## src/hdl/frame_fifo_pkg.sv

```systemverilog
`default_nettype none

package frame_fifo_pkg;

  // --------------------
  // sizes
  localparam int addr_width = 4;
  localparam int depth      = 16;  // 2**addr_width entries
  localparam int data_width = 8;
  localparam int id_width   = 4;
  localparam int dest_width = 4;

  localparam logic bad_user_value = 1'b1;  // user on last flit that marks a bad frame

  // --------------------
  // types
  typedef logic [addr_width:0] ptr_t;  // msb is the wrap bit

  typedef struct packed {
    logic [data_width-1:0] data;
    logic                  last;
    logic [id_width-1:0]   id;
    logic [dest_width-1:0] dest;
    logic                  user;
  } flit_t;

  typedef enum logic [1:0] {
    wr_idle,
    wr_pass,
    wr_drop
  } wr_state_e;

  // outcome of one frame, reported on the status pulses
  typedef enum logic [1:0] {
    res_good,
    res_bad,
    res_overflow
  } frame_result_e;

endpackage

`default_nettype wire

```

## src/hdl/frame_buf_if.sv

```systemverilog
`default_nettype none

interface frame_buf_if;

  // write side strobes, from the controller
  logic                  wr_en;     // store wr_flit and bump the current pointer
  frame_fifo_pkg::flit_t wr_flit;
  logic                  commit;    // publish the frame to the reader
  logic                  rollback;  // discard the frame being written

  // space flags, from the store
  logic full_cur;    // current pointer has reached the read pointer
  logic full_frame;  // frame in progress fills the whole buffer

  modport ctrl (
    output wr_en,
    output wr_flit,
    output commit,
    output rollback,
    input  full_cur,
    input  full_frame
  );

  modport store (
    input  wr_en,
    input  wr_flit,
    input  commit,
    input  rollback,
    output full_cur,
    output full_frame
  );

endinterface

`default_nettype wire

```

## src/hdl/axis_frame_fifo.sv

```systemverilog
`default_nettype none

module axis_frame_fifo (
  input  logic                                  clk,
  input  logic                                  rst,

  // ingress, no ready
  input  logic                                  s_valid,
  input  logic [frame_fifo_pkg::data_width-1:0] s_data,
  input  logic                                  s_last,
  input  logic [frame_fifo_pkg::id_width-1:0]   s_id,
  input  logic [frame_fifo_pkg::dest_width-1:0] s_dest,
  input  logic                                  s_user,

  // egress
  output logic                                  m_valid,
  input  logic                                  m_ready,
  output logic [frame_fifo_pkg::data_width-1:0] m_data,
  output logic                                  m_last,
  output logic [frame_fifo_pkg::id_width-1:0]   m_id,
  output logic [frame_fifo_pkg::dest_width-1:0] m_dest,
  output logic                                  m_user,

  output logic                                  status_good,
  output logic                                  status_bad,
  output logic                                  status_overflow
);

  frame_fifo_pkg::flit_t rd_flit;
  frame_fifo_pkg::flit_t m_flit;
  logic                  pop;
  logic                  empty;

  frame_buf_if buf_if ();

  frame_write_ctrl frame_write_ctrl_i (
    .clk             (clk),
    .rst             (rst),
    .s_valid         (s_valid),
    .s_data          (s_data),
    .s_last          (s_last),
    .s_id            (s_id),
    .s_dest          (s_dest),
    .s_user          (s_user),
    .buf_if          (buf_if.ctrl),
    .status_good     (status_good),
    .status_bad      (status_bad),
    .status_overflow (status_overflow)
  );

  frame_store frame_store_i (
    .clk     (clk),
    .rst     (rst),
    .buf_if  (buf_if.store),
    .pop     (pop),
    .rd_flit (rd_flit),
    .empty   (empty)
  );

  frame_out_stage frame_out_stage_i (
    .clk     (clk),
    .rst     (rst),
    .rd_flit (rd_flit),
    .empty   (empty),
    .pop     (pop),
    .m_ready (m_ready),
    .m_valid (m_valid),
    .m_flit  (m_flit)
  );

  assign m_data = m_flit.data;
  assign m_last = m_flit.last;
  assign m_id   = m_flit.id;
  assign m_dest = m_flit.dest;
  assign m_user = m_flit.user;

endmodule

`default_nettype wire

```

## src/hdl/frame_out_stage.sv

```systemverilog
`default_nettype none

module frame_out_stage (
  input  logic                  clk,
  input  logic                  rst,
  input  frame_fifo_pkg::flit_t rd_flit,
  input  logic                  empty,
  output logic                  pop,
  input  logic                  m_ready,
  output logic                  m_valid,
  output frame_fifo_pkg::flit_t m_flit
);

  logic mem_valid;   // rd_flit in the store holds a flit
  logic load_out;    // output register takes a new value
  logic slot_free;   // data slot can accept a pop

  assign load_out  = m_ready || !m_valid;
  assign slot_free = load_out || !mem_valid;
  assign pop       = slot_free && !empty;

  // --------------------
  // slot valid flags
  always_ff @(posedge clk) begin
    if (rst) begin
      mem_valid <= 1'b0;
      m_valid   <= 1'b0;
    end else begin
      if (slot_free) begin
        mem_valid <= !empty;
      end
      if (load_out) begin
        m_valid <= mem_valid;
      end
    end
  end

  // output payload, held while stalled
  always_ff @(posedge clk) begin
    if (load_out) begin
      m_flit <= rd_flit;
    end
  end

endmodule

`default_nettype wire

```

## src/hdl/frame_store.sv

```systemverilog
`default_nettype none

module frame_store (
  input  logic                  clk,
  input  logic                  rst,
  frame_buf_if.store            buf_if,
  input  logic                  pop,
  output frame_fifo_pkg::flit_t rd_flit,
  output logic                  empty
);

  frame_fifo_pkg::flit_t mem [frame_fifo_pkg::depth];

  frame_fifo_pkg::ptr_t wr_ptr;      // committed, visible to the reader
  frame_fifo_pkg::ptr_t wr_ptr_cur;  // head of the frame in progress
  frame_fifo_pkg::ptr_t rd_ptr;

  // --------------------
  // flags
  // full when addresses match but wrap bits differ
  assign buf_if.full_cur =
    (wr_ptr_cur[frame_fifo_pkg::addr_width] != rd_ptr[frame_fifo_pkg::addr_width]) &&
    (wr_ptr_cur[frame_fifo_pkg::addr_width-1:0] == rd_ptr[frame_fifo_pkg::addr_width-1:0]);

  assign buf_if.full_frame =
    (wr_ptr_cur[frame_fifo_pkg::addr_width] != wr_ptr[frame_fifo_pkg::addr_width]) &&
    (wr_ptr_cur[frame_fifo_pkg::addr_width-1:0] == wr_ptr[frame_fifo_pkg::addr_width-1:0]);

  // reader only sees committed frames
  assign empty = (wr_ptr == rd_ptr);

  // --------------------
  // pointers
  always_ff @(posedge clk) begin
    if (rst) begin
      wr_ptr     <= '0;
      wr_ptr_cur <= '0;
      rd_ptr     <= '0;
    end else begin
      if (buf_if.rollback) begin
        wr_ptr_cur <= wr_ptr;
      end else if (buf_if.wr_en) begin
        wr_ptr_cur <= wr_ptr_cur + 1'b1;
      end

      if (buf_if.commit) begin
        // include the last flit if it is written in this cycle
        wr_ptr <= wr_ptr_cur + frame_fifo_pkg::ptr_t'(buf_if.wr_en);
      end

      if (pop) begin
        rd_ptr <= rd_ptr + 1'b1;
      end
    end
  end

  // --------------------
  // memory
  always_ff @(posedge clk) begin
    if (buf_if.wr_en) begin
      mem[wr_ptr_cur[frame_fifo_pkg::addr_width-1:0]] <= buf_if.wr_flit;
    end
    if (pop) begin
      rd_flit <= mem[rd_ptr[frame_fifo_pkg::addr_width-1:0]];  // holds until next pop
    end
  end

endmodule

`default_nettype wire

```

## src/hdl/frame_write_ctrl.sv

```systemverilog
`default_nettype none

module frame_write_ctrl (
  input  logic                                  clk,
  input  logic                                  rst,
  input  logic                                  s_valid,
  input  logic [frame_fifo_pkg::data_width-1:0] s_data,
  input  logic                                  s_last,
  input  logic [frame_fifo_pkg::id_width-1:0]   s_id,
  input  logic [frame_fifo_pkg::dest_width-1:0] s_dest,
  input  logic                                  s_user,
  frame_buf_if.ctrl                             buf_if,
  output logic                                  status_good,
  output logic                                  status_bad,
  output logic                                  status_overflow
);

  frame_fifo_pkg::wr_state_e     state;
  frame_fifo_pkg::wr_state_e     state_next;
  frame_fifo_pkg::frame_result_e result;
  logic                          frame_done;  // last flit seen this cycle
  logic                          no_space;

  // incoming flit goes straight to the store
  always_comb begin
    buf_if.wr_flit.data = s_data;
    buf_if.wr_flit.last = s_last;
    buf_if.wr_flit.id   = s_id;
    buf_if.wr_flit.dest = s_dest;
    buf_if.wr_flit.user = s_user;
  end

  assign no_space = buf_if.full_cur || buf_if.full_frame;

  // --------------------
  // per flit decision
  always_comb begin
    buf_if.wr_en    = 1'b0;
    buf_if.commit   = 1'b0;
    buf_if.rollback = 1'b0;
    state_next      = state;
    frame_done      = 1'b0;
    result          = frame_fifo_pkg::res_good;

    if (s_valid) begin
      if (state == frame_fifo_pkg::wr_drop || no_space) begin
        // frame cannot be kept, swallow the rest of it
        state_next = frame_fifo_pkg::wr_drop;
        if (s_last) begin
          buf_if.rollback = 1'b1;
          frame_done      = 1'b1;
          result          = frame_fifo_pkg::res_overflow;
          state_next      = frame_fifo_pkg::wr_idle;
        end
      end else begin
        buf_if.wr_en = 1'b1;
        state_next   = frame_fifo_pkg::wr_pass;
        if (s_last) begin
          frame_done = 1'b1;
          state_next = frame_fifo_pkg::wr_idle;
          if (s_user == frame_fifo_pkg::bad_user_value) begin
            buf_if.wr_en    = 1'b0;  // no point writing it
            buf_if.rollback = 1'b1;
            result          = frame_fifo_pkg::res_bad;
          end else begin
            buf_if.commit = 1'b1;
          end
        end
      end
    end
  end

  // --------------------
  // state and status pulses
  always_ff @(posedge clk) begin
    if (rst) begin
      state           <= frame_fifo_pkg::wr_idle;
      status_good     <= 1'b0;
      status_bad      <= 1'b0;
      status_overflow <= 1'b0;
    end else begin
      state           <= state_next;
      status_good     <= frame_done && (result == frame_fifo_pkg::res_good);
      status_bad      <= frame_done && (result == frame_fifo_pkg::res_bad);
      status_overflow <= frame_done && (result == frame_fifo_pkg::res_overflow);
    end
  end

endmodule

`default_nettype wire

```

## config.mk

```make
export PLATFORM = sky130hd
export DESIGN_NAME = axis_frame_fifo
export DESIGN_NICKNAME = d
export VERILOG_FILES = /design/src/hdl/frame_fifo_pkg.sv /design/src/hdl/frame_buf_if.sv /design/src/hdl/axis_frame_fifo.sv /design/src/hdl/frame_out_stage.sv /design/src/hdl/frame_store.sv /design/src/hdl/frame_write_ctrl.sv
export SDC_FILE = /design/constraint.sdc
export NUM_CORES = 1
export LEC_CHECK = 0
export BUFFER_PORTS_ARGS = -buffer_cell sky130_fd_sc_hd__buf_2
export CORE_ASPECT_RATIO = 1.25
export CORE_MARGIN = 1
export CORE_UTILIZATION = 66
export DETAILED_ROUTE_END_ITERATION = 10
export PLACE_DENSITY = 0.84
export SYNTH_ARGS = -nofsm -noshare
export SYNTH_HDL_FRONTEND = slang
export SYNTH_SLANG_ARGS = --single-unit
```

## constraint.sdc

```tcl
create_clock -name clk -period 5.9 [get_ports clk]
set_clock_uncertainty 0.1 [all_clocks]
set_input_delay 1.18 -clock clk [delete_from_list [all_inputs] [get_ports clk]]
set_output_delay 1.18 -clock clk [all_outputs]
set_load 0.02 [all_outputs]
```

==> results of run 1 <==
routing by layer:
metal  global-route usage [%]  routed length [µm]  share of wire (%)
met5                        0                   0                  0
met4                     11.1                1050                3.7
met3                     4.23                1820                6.4
met2                     50.4               15100                 53
met1                     38.8               10400                 37
power groups by stage:
stage	Clock, W	Combinational, W	Sequential (W)
final	0.00189	0.00102	0.00297
after detailed placement	0	0.00102	0.00302
after global routing	0.00199	0.00107	0.00299
after CTS	0.00190	0.00103	0.00297
after floorplan	0	0.000722	0.00300
after global placement	0	0.00100	0.00301
cells by family after synthesis:
logic type                 Yosys count  synth area share (%)
AOI/OAI and AO/OA                   15                  1.11
xor gates and xnor gates            23                  1.51
DFF                                346                  76.3
buffers and inverters               41                  1.45
adders and majority gates            7                 0.657
and+or+nand+nor                     68                  3.14
muxes                               99                  15.9
flip-flops by register name (all words and copies together) (netlist names):
register	cells
frame_out_stage_i.m_flit	18
frame_out_stage_i.m_valid	1
frame_out_stage_i.mem_valid	1
frame_store_i.mem	288
frame_store_i.rd_flit	18
frame_store_i.rd_ptr	5
frame_store_i.wr_ptr	5
frame_store_i.wr_ptr_cur	5
frame_write_ctrl_i.state	2
frame_write_ctrl_i.status_bad	1
frame_write_ctrl_i.status_good	1
frame_write_ctrl_i.status_overflow	1
cells in the final DEF, fill, tap and decap left out, types with 2 or more instances in the layout:
master and instances:
a21oi_1 2, and2_1 5, and3_1 6, and4_1 2, and4b_1 8, buf_2 43, buf_4 6, bufinv_16 2
clkbuf_1 8, clkbuf_16 30, clkbuf_8 3, clkinv_1 3, clkinv_2 4, dfxtp_1 19, dfxtp_4 2, edfxtp_1 324
ha_1 7, inv_1 6, mux2i_1 9, mux4_2 90, nand2_1 8, nand3_1 3, nand3b_1 4, nand4_1 2
nor2_1 18, nor2b_1 2, nor3_1 2, nor4bb_4 3, xnor2_1 11, xor2_1 12
worst max path at each step:
stage | cells after the start | end | slack, ns | from
after floorplan | 4 | frame_store_i.mem[0][0] | 1.81 | s_valid
after global placement | 4 | frame_store_i.mem[0][15] | 2.29 | s_user
after detailed placement | 4 | frame_store_i.mem[0][16] | 2.11 | s_user
after CTS | 4 | frame_store_i.mem[0][4] | 2.12 | frame_store_i.rd_ptr[3]
after global routing | 4 | frame_store_i.mem[0][1] | 1.84 | frame_store_i.rd_ptr[3]
final | 4 | frame_store_i.mem[0][1] | 2.16 | frame_store_i.rd_ptr[3]
area by class of cell:
cell class                      count  area, µm²  share of cell area, %
Timing Repair Buffer               49        260                   1.76
Clock inverter                     11        115                  0.781
Clock buffer                       41        822                   5.57
Multi-Input combinational cell    212       3020                   20.5
Tap cell                          265        332                   2.25
Inverter                            6       22.5                  0.153
Sequential cell                   346      10200                   69.0
stage by stage:
stage	total power, W	hold slack [ns]	worst slack (ns)	cell area [µm²]	util [%]
floorplan	0.00373	0.300	1.81	13300	-
global placement	0.00402	0.300	2.29	13800	70.4
detailed placement	0.00404	0.307	2.11	13800	70.4
CTS	0.00591	0.320	2.12	14700	75.2
global route	0.00605	0.320	1.84	14700	75.2
finish	0.00588	0.320	2.16	14700	75.2
==> out/results.txt, run 1 <==
Diodes inserted: 0
Synth warn: 0
Max Fclk: 267 MHz
Yosys reg bits: 346
CP arrival: 3.80 ns
Sequential share of power: 50.5%
Worst path required time: 5.96 ns
Critical-path maximum fanout: 22
Die X: 129 µm
GR Util All Layers: 29.5%
Placed insts: 878
Worst r2r path cells: 4
Power Dens Cells: 399 nW/µm²
Inserted Clock Buffers: 30
Area Growth Syn to Fin: 10.6%
CP Class: reg2reg
HPWL after detailed placement: 16,800 µm
Sequential fraction of the synthesis area: 76.3%
Clk pin slew, worst setup/hold paths: 0.06 ns
Fraction of final layout cells sized beyond drive strength 1: 28.7%
Clock sink count: 346
Setup tns final: 0 ns
Worst Tran Pin Value: 1.26 ns
Crit share post-route: 63.4%
Initial antenna violation count: 0
CP max stage delay: 1.10 ns
# H-tree levels: 1
Hold Crit Endpoint: frame_out_stage_i.m_flit[8]
Post-CTS Setup Bufs: 0
DRT Pass-1 Iters: 5
Post-synth EDFFs: 324
Top-count cell post-synth: edfxtp_1
CP max stage cell: nor4bb_4
Worst-path cell chain: xnor2_1 -> a32oi_4 -> and4_1 -> nor4bb_4
Min Tclk post-route: 3.74 ns
CTS tree: done
# resized after CTS: 0
Slew HR: 15.8%
Die height: 161 µm
VDD IR max: 0.282 mV
Worst Hold Class: reg2reg
Ys async rst share: 0%
Ports: 44
Cell family with most CP delay: simple AND/OR/NAND/NOR gates
Synth top area cells: edfxtp_1, mux4_2, dfxtp_1, xor2_1, xnor2_1
Gate power share: 17.3%
Leak: 4.73 nW
Reg-to-reg setup timing slack: 2.16 ns
Post-Synthesis Cells: 599
P_sw: 0.00147 W
Hold_sp: frame_store_i.rd_flit[8]
Vias in the first global route: 6,461
Synthesized area per cell: 22.3 µm²
Synth top area share: 73.0%
WL final: 28,400 µm
Hold depth: 0
Startpoint class of the critical path: flop
Sw frac: 25.1%
Worst r2r src: frame_store_i.rd_ptr[3]
CP endpoint kind: flop
Final hold vios: 0
Synthesized Nets: 628
Core ar.: 19,600 µm²
Worst R2R End: frame_store_i.mem[0][1]
Largest net degree at the start of global routing: 77
Max-Cap Viols: 0
Initial DRC Count: 621
RSZ-0062 raised after global routing: no
Bufs on Longest Clock Path: 3
Cell accounting for the most synthesized area: edfxtp_1
Run status: completed
DR vias: 6,231
Vias per Instance: 6.70
Post-DRT Antenna Nets: 0
DRC: 0
Worst skew pair latency: 0.55 ns
Post-Syn Area: 13,300 µm²
Row count: 57
Bufs and invs on worst path: 0
Final nets: 674
Number of distinct library cells after synthesis: 45
Clk pwr share: 32.2%
Number of I/O port buffers: 43
Pint: 0.00440 W
Final setup vio count: 0
First-pass GRT wire length: 42,000 µm
Root Buffer Master: clkbuf_16
Hold_buf cts: 0
Overflow after GRT: 0
WL per Instance: 30.6 µm
Final Slew Violations: 0
Starting Density: 68.0%
FILL cells: 1,012
Ys flop type: edfxtp_1
Gpl congestion: 0.845
Top cells by count, synth: edfxtp_1, mux4_2, dfxtp_1
Non-filler instance count after layout: 930
Die area: 20,800 µm²
No activity file was read; power rests on OpenSTA's default activity.
==> inputs of run 2 (changes only) <==
- CORE_UTILIZATION: 66 -> 61
- PLACE_DENSITY: 0.84 -> 0.78
- clock period: 5.9 -> 3.78 ns (I/O delays scaled with it)
==> run 2 against run 1 <==
Against the previous run:
- via count rose by 0.71%
- clock power rose by 67%
- non-clock buffer count rose by 18
- combinational power rose by 59%
- wire length fell by 2.3%
- register-to-register slack got worse by 1.3 ns
- maximum frequency rose by 29%
- flip-flop and latch count did not move
- die area rose by 8.1%
- largest power group unchanged
==> out/results.txt, run 2 (synthesized netlist as in run 1, its figures left out) <==
Run status: completed (unchanged)
Diodes inserted: 0 (unchanged)
Bufs on Longest Clock Path: 3 (unchanged)
Clock sink count: 346 (unchanged)
DRC: 0 (unchanged)
HPWL after detailed placement: 16,400 µm (was 16,800 µm)
Final nets: 692 (was 674)
Fraction of final layout cells sized beyond drive strength 1: 31.9% (was 28.7%)
Final Slew Violations: 0 (unchanged)
Placed Area: 14,000 µm² (was 13,800 µm²)
Vias in the first global route: 6,706 (was 6,461)
Row count: 60 (was 57)
Final setup vio count: 0 (unchanged)
Worst Hold Class: reg2reg (unchanged)
Leak: 4.88 nW (was 4.73 nW)
Largest net degree at the start of global routing: 67 (was 77)
Clk pin slew, worst setup/hold paths: 0.07 ns (was 0.06 ns)
Die height: 167 µm (was 161 µm)
VDD IR max: 0.454 mV (was 0.282 mV)
Crit share post-route: 76.7% (was 63.4%)
Max Fclk: 345 MHz (was 267 MHz)
Ports: 44 (unchanged)
Initial DRC Count: 631 (was 621)
Number of I/O port buffers: 43 (unchanged)
CP endpoint kind: flop (unchanged)
DR vias: 6,275 (was 6,231)
CP arrival: 3.04 ns (was 3.80 ns)
Worst Tran Pin Value: 0.978 ns (was 1.26 ns)
Inserted Clock Buffers: 30 (unchanged)
First-pass GRT wire length: 41,800 µm (was 42,000 µm)
Core ar.: 21,500 µm² (was 19,600 µm²)
Hold_buf cts: 0 (unchanged)
Slew HR: 34.8% (was 15.8%)
Power Dens Cells: 620 nW/µm² (was 399 nW/µm²)
Post-DRT Antenna Nets: 0 (unchanged)
RSZ-0062 raised after global routing: no (unchanged)
Initial antenna violation count: 0 (unchanged)
GR Util All Layers: 26.2% (was 29.5%)
# H-tree levels: 1 (unchanged)
Worst skew pair latency: 0.54 ns (was 0.55 ns)
Starting Density: 62.1% (was 68.0%)
# resized after CTS: 0 (unchanged)
Commonest non-fill, non-tap cells in the layout: edfxtp_1, mux4_2, buf_2 (unchanged)
Root Buffer Master: clkbuf_16 (unchanged)
Die X: 134 µm (was 129 µm)
Critical-path maximum fanout: 18 (was 22)
Final hold vios: 0 (unchanged)
Die area: 22,500 µm² (was 20,800 µm²)
Setup tns final: 0 ns (unchanged)
Vias per Instance: 6.50 (was 6.70)
Post-CTS Setup Bufs: 0 (unchanged)
Worst path required time: 3.92 ns (was 5.96 ns)
WL final: 27,800 µm (was 28,400 µm)
CP Class: reg2reg (unchanged)
Most common cell after layout, fill and taps aside: edfxtp_1 (unchanged)
Area Growth Syn to Fin: 12.8% (was 10.6%)
Max-Cap Viols: 0 (unchanged)
Min Tclk post-route: 2.90 ns (was 3.74 ns)
Overflow after GRT: 0 (unchanged)
WL per Instance: 28.8 µm (was 30.6 µm)
Startpoint class of the critical path: flop (unchanged)
Number of flip-flops under the largest register name: 288 (unchanged)
Worst r2r path cells: 6 (was 4)
DRT Pass-1 Iters: 5 (unchanged)
Hold depth: 0 (unchanged)
Gpl congestion: 0.907 (was 0.845)
CTS tree: done (unchanged)
Final Instance Area: 15,000 µm² (was 14,700 µm²)
-- run 2: where the power goes --
group          switching (W)  internal (W)  leakage (nW)
registers          0.0000782       0.00446          3.13
logic               0.000854      0.000763          1.24
clock network        0.00133       0.00184         0.506
-- run 2: cell type report --
type | count | area (µm²)
Clock buffer | 32 | 779
Tap cell | 279 | 349
Multi-Input combinational cell | 212 | 3020
Clock inverter | 24 | 255
Inverter | 6 | 22.5
Sequential cell | 346 | 10200
Timing Repair Buffer | 67 | 445
Fill cell | 1273 | 6430
-- run 2: worst max-delay path: stages, from the launching register on --
cell and delay, ns:
dfxtp_1 0.53, xor2_1 0.22, nor3_2 0.09, a32oi_4 0.28, and4_1 0.59, and3_1 0.47
buf_4 0.30
-- run 2: worst paths after layout --
check	startpoint	endpoint	slack [ns]
worst min register to register	frame_store_i.rd_flit[8]	frame_out_stage_i.m_flit[8]	0.32
worst max-delay path	frame_store_i.wr_ptr_cur[1]	frame_store_i.mem[12][11]	0.88
worst min-delay path	frame_store_i.rd_flit[8]	frame_out_stage_i.m_flit[8]	0.32
worst max register to register	frame_store_i.wr_ptr_cur[1]	frame_store_i.mem[12][11]	0.88
-- run 2: routing by layer --
layer	share of wire (%)	global-route usage [%]
met1	38	35.8
met2	51	43.1
met3	7.1	4.24
met4	3.6	9.72
met5	0	0
-- run 2: stage by stage --
step	instances	hold slack, ns	power [W]	util, %	worst slack (ns)
floorplan	599	0.300	0.00582	-	0.0868
global placement	910	0.301	0.00620	65.3	1.08
detailed placement	910	0.307	0.00624	65.3	0.917
CTS	966	0.321	0.00939	70.1	0.907
global route	966	0.323	0.00960	70.1	0.780
finish	966	0.320	0.00932	70.1	0.880
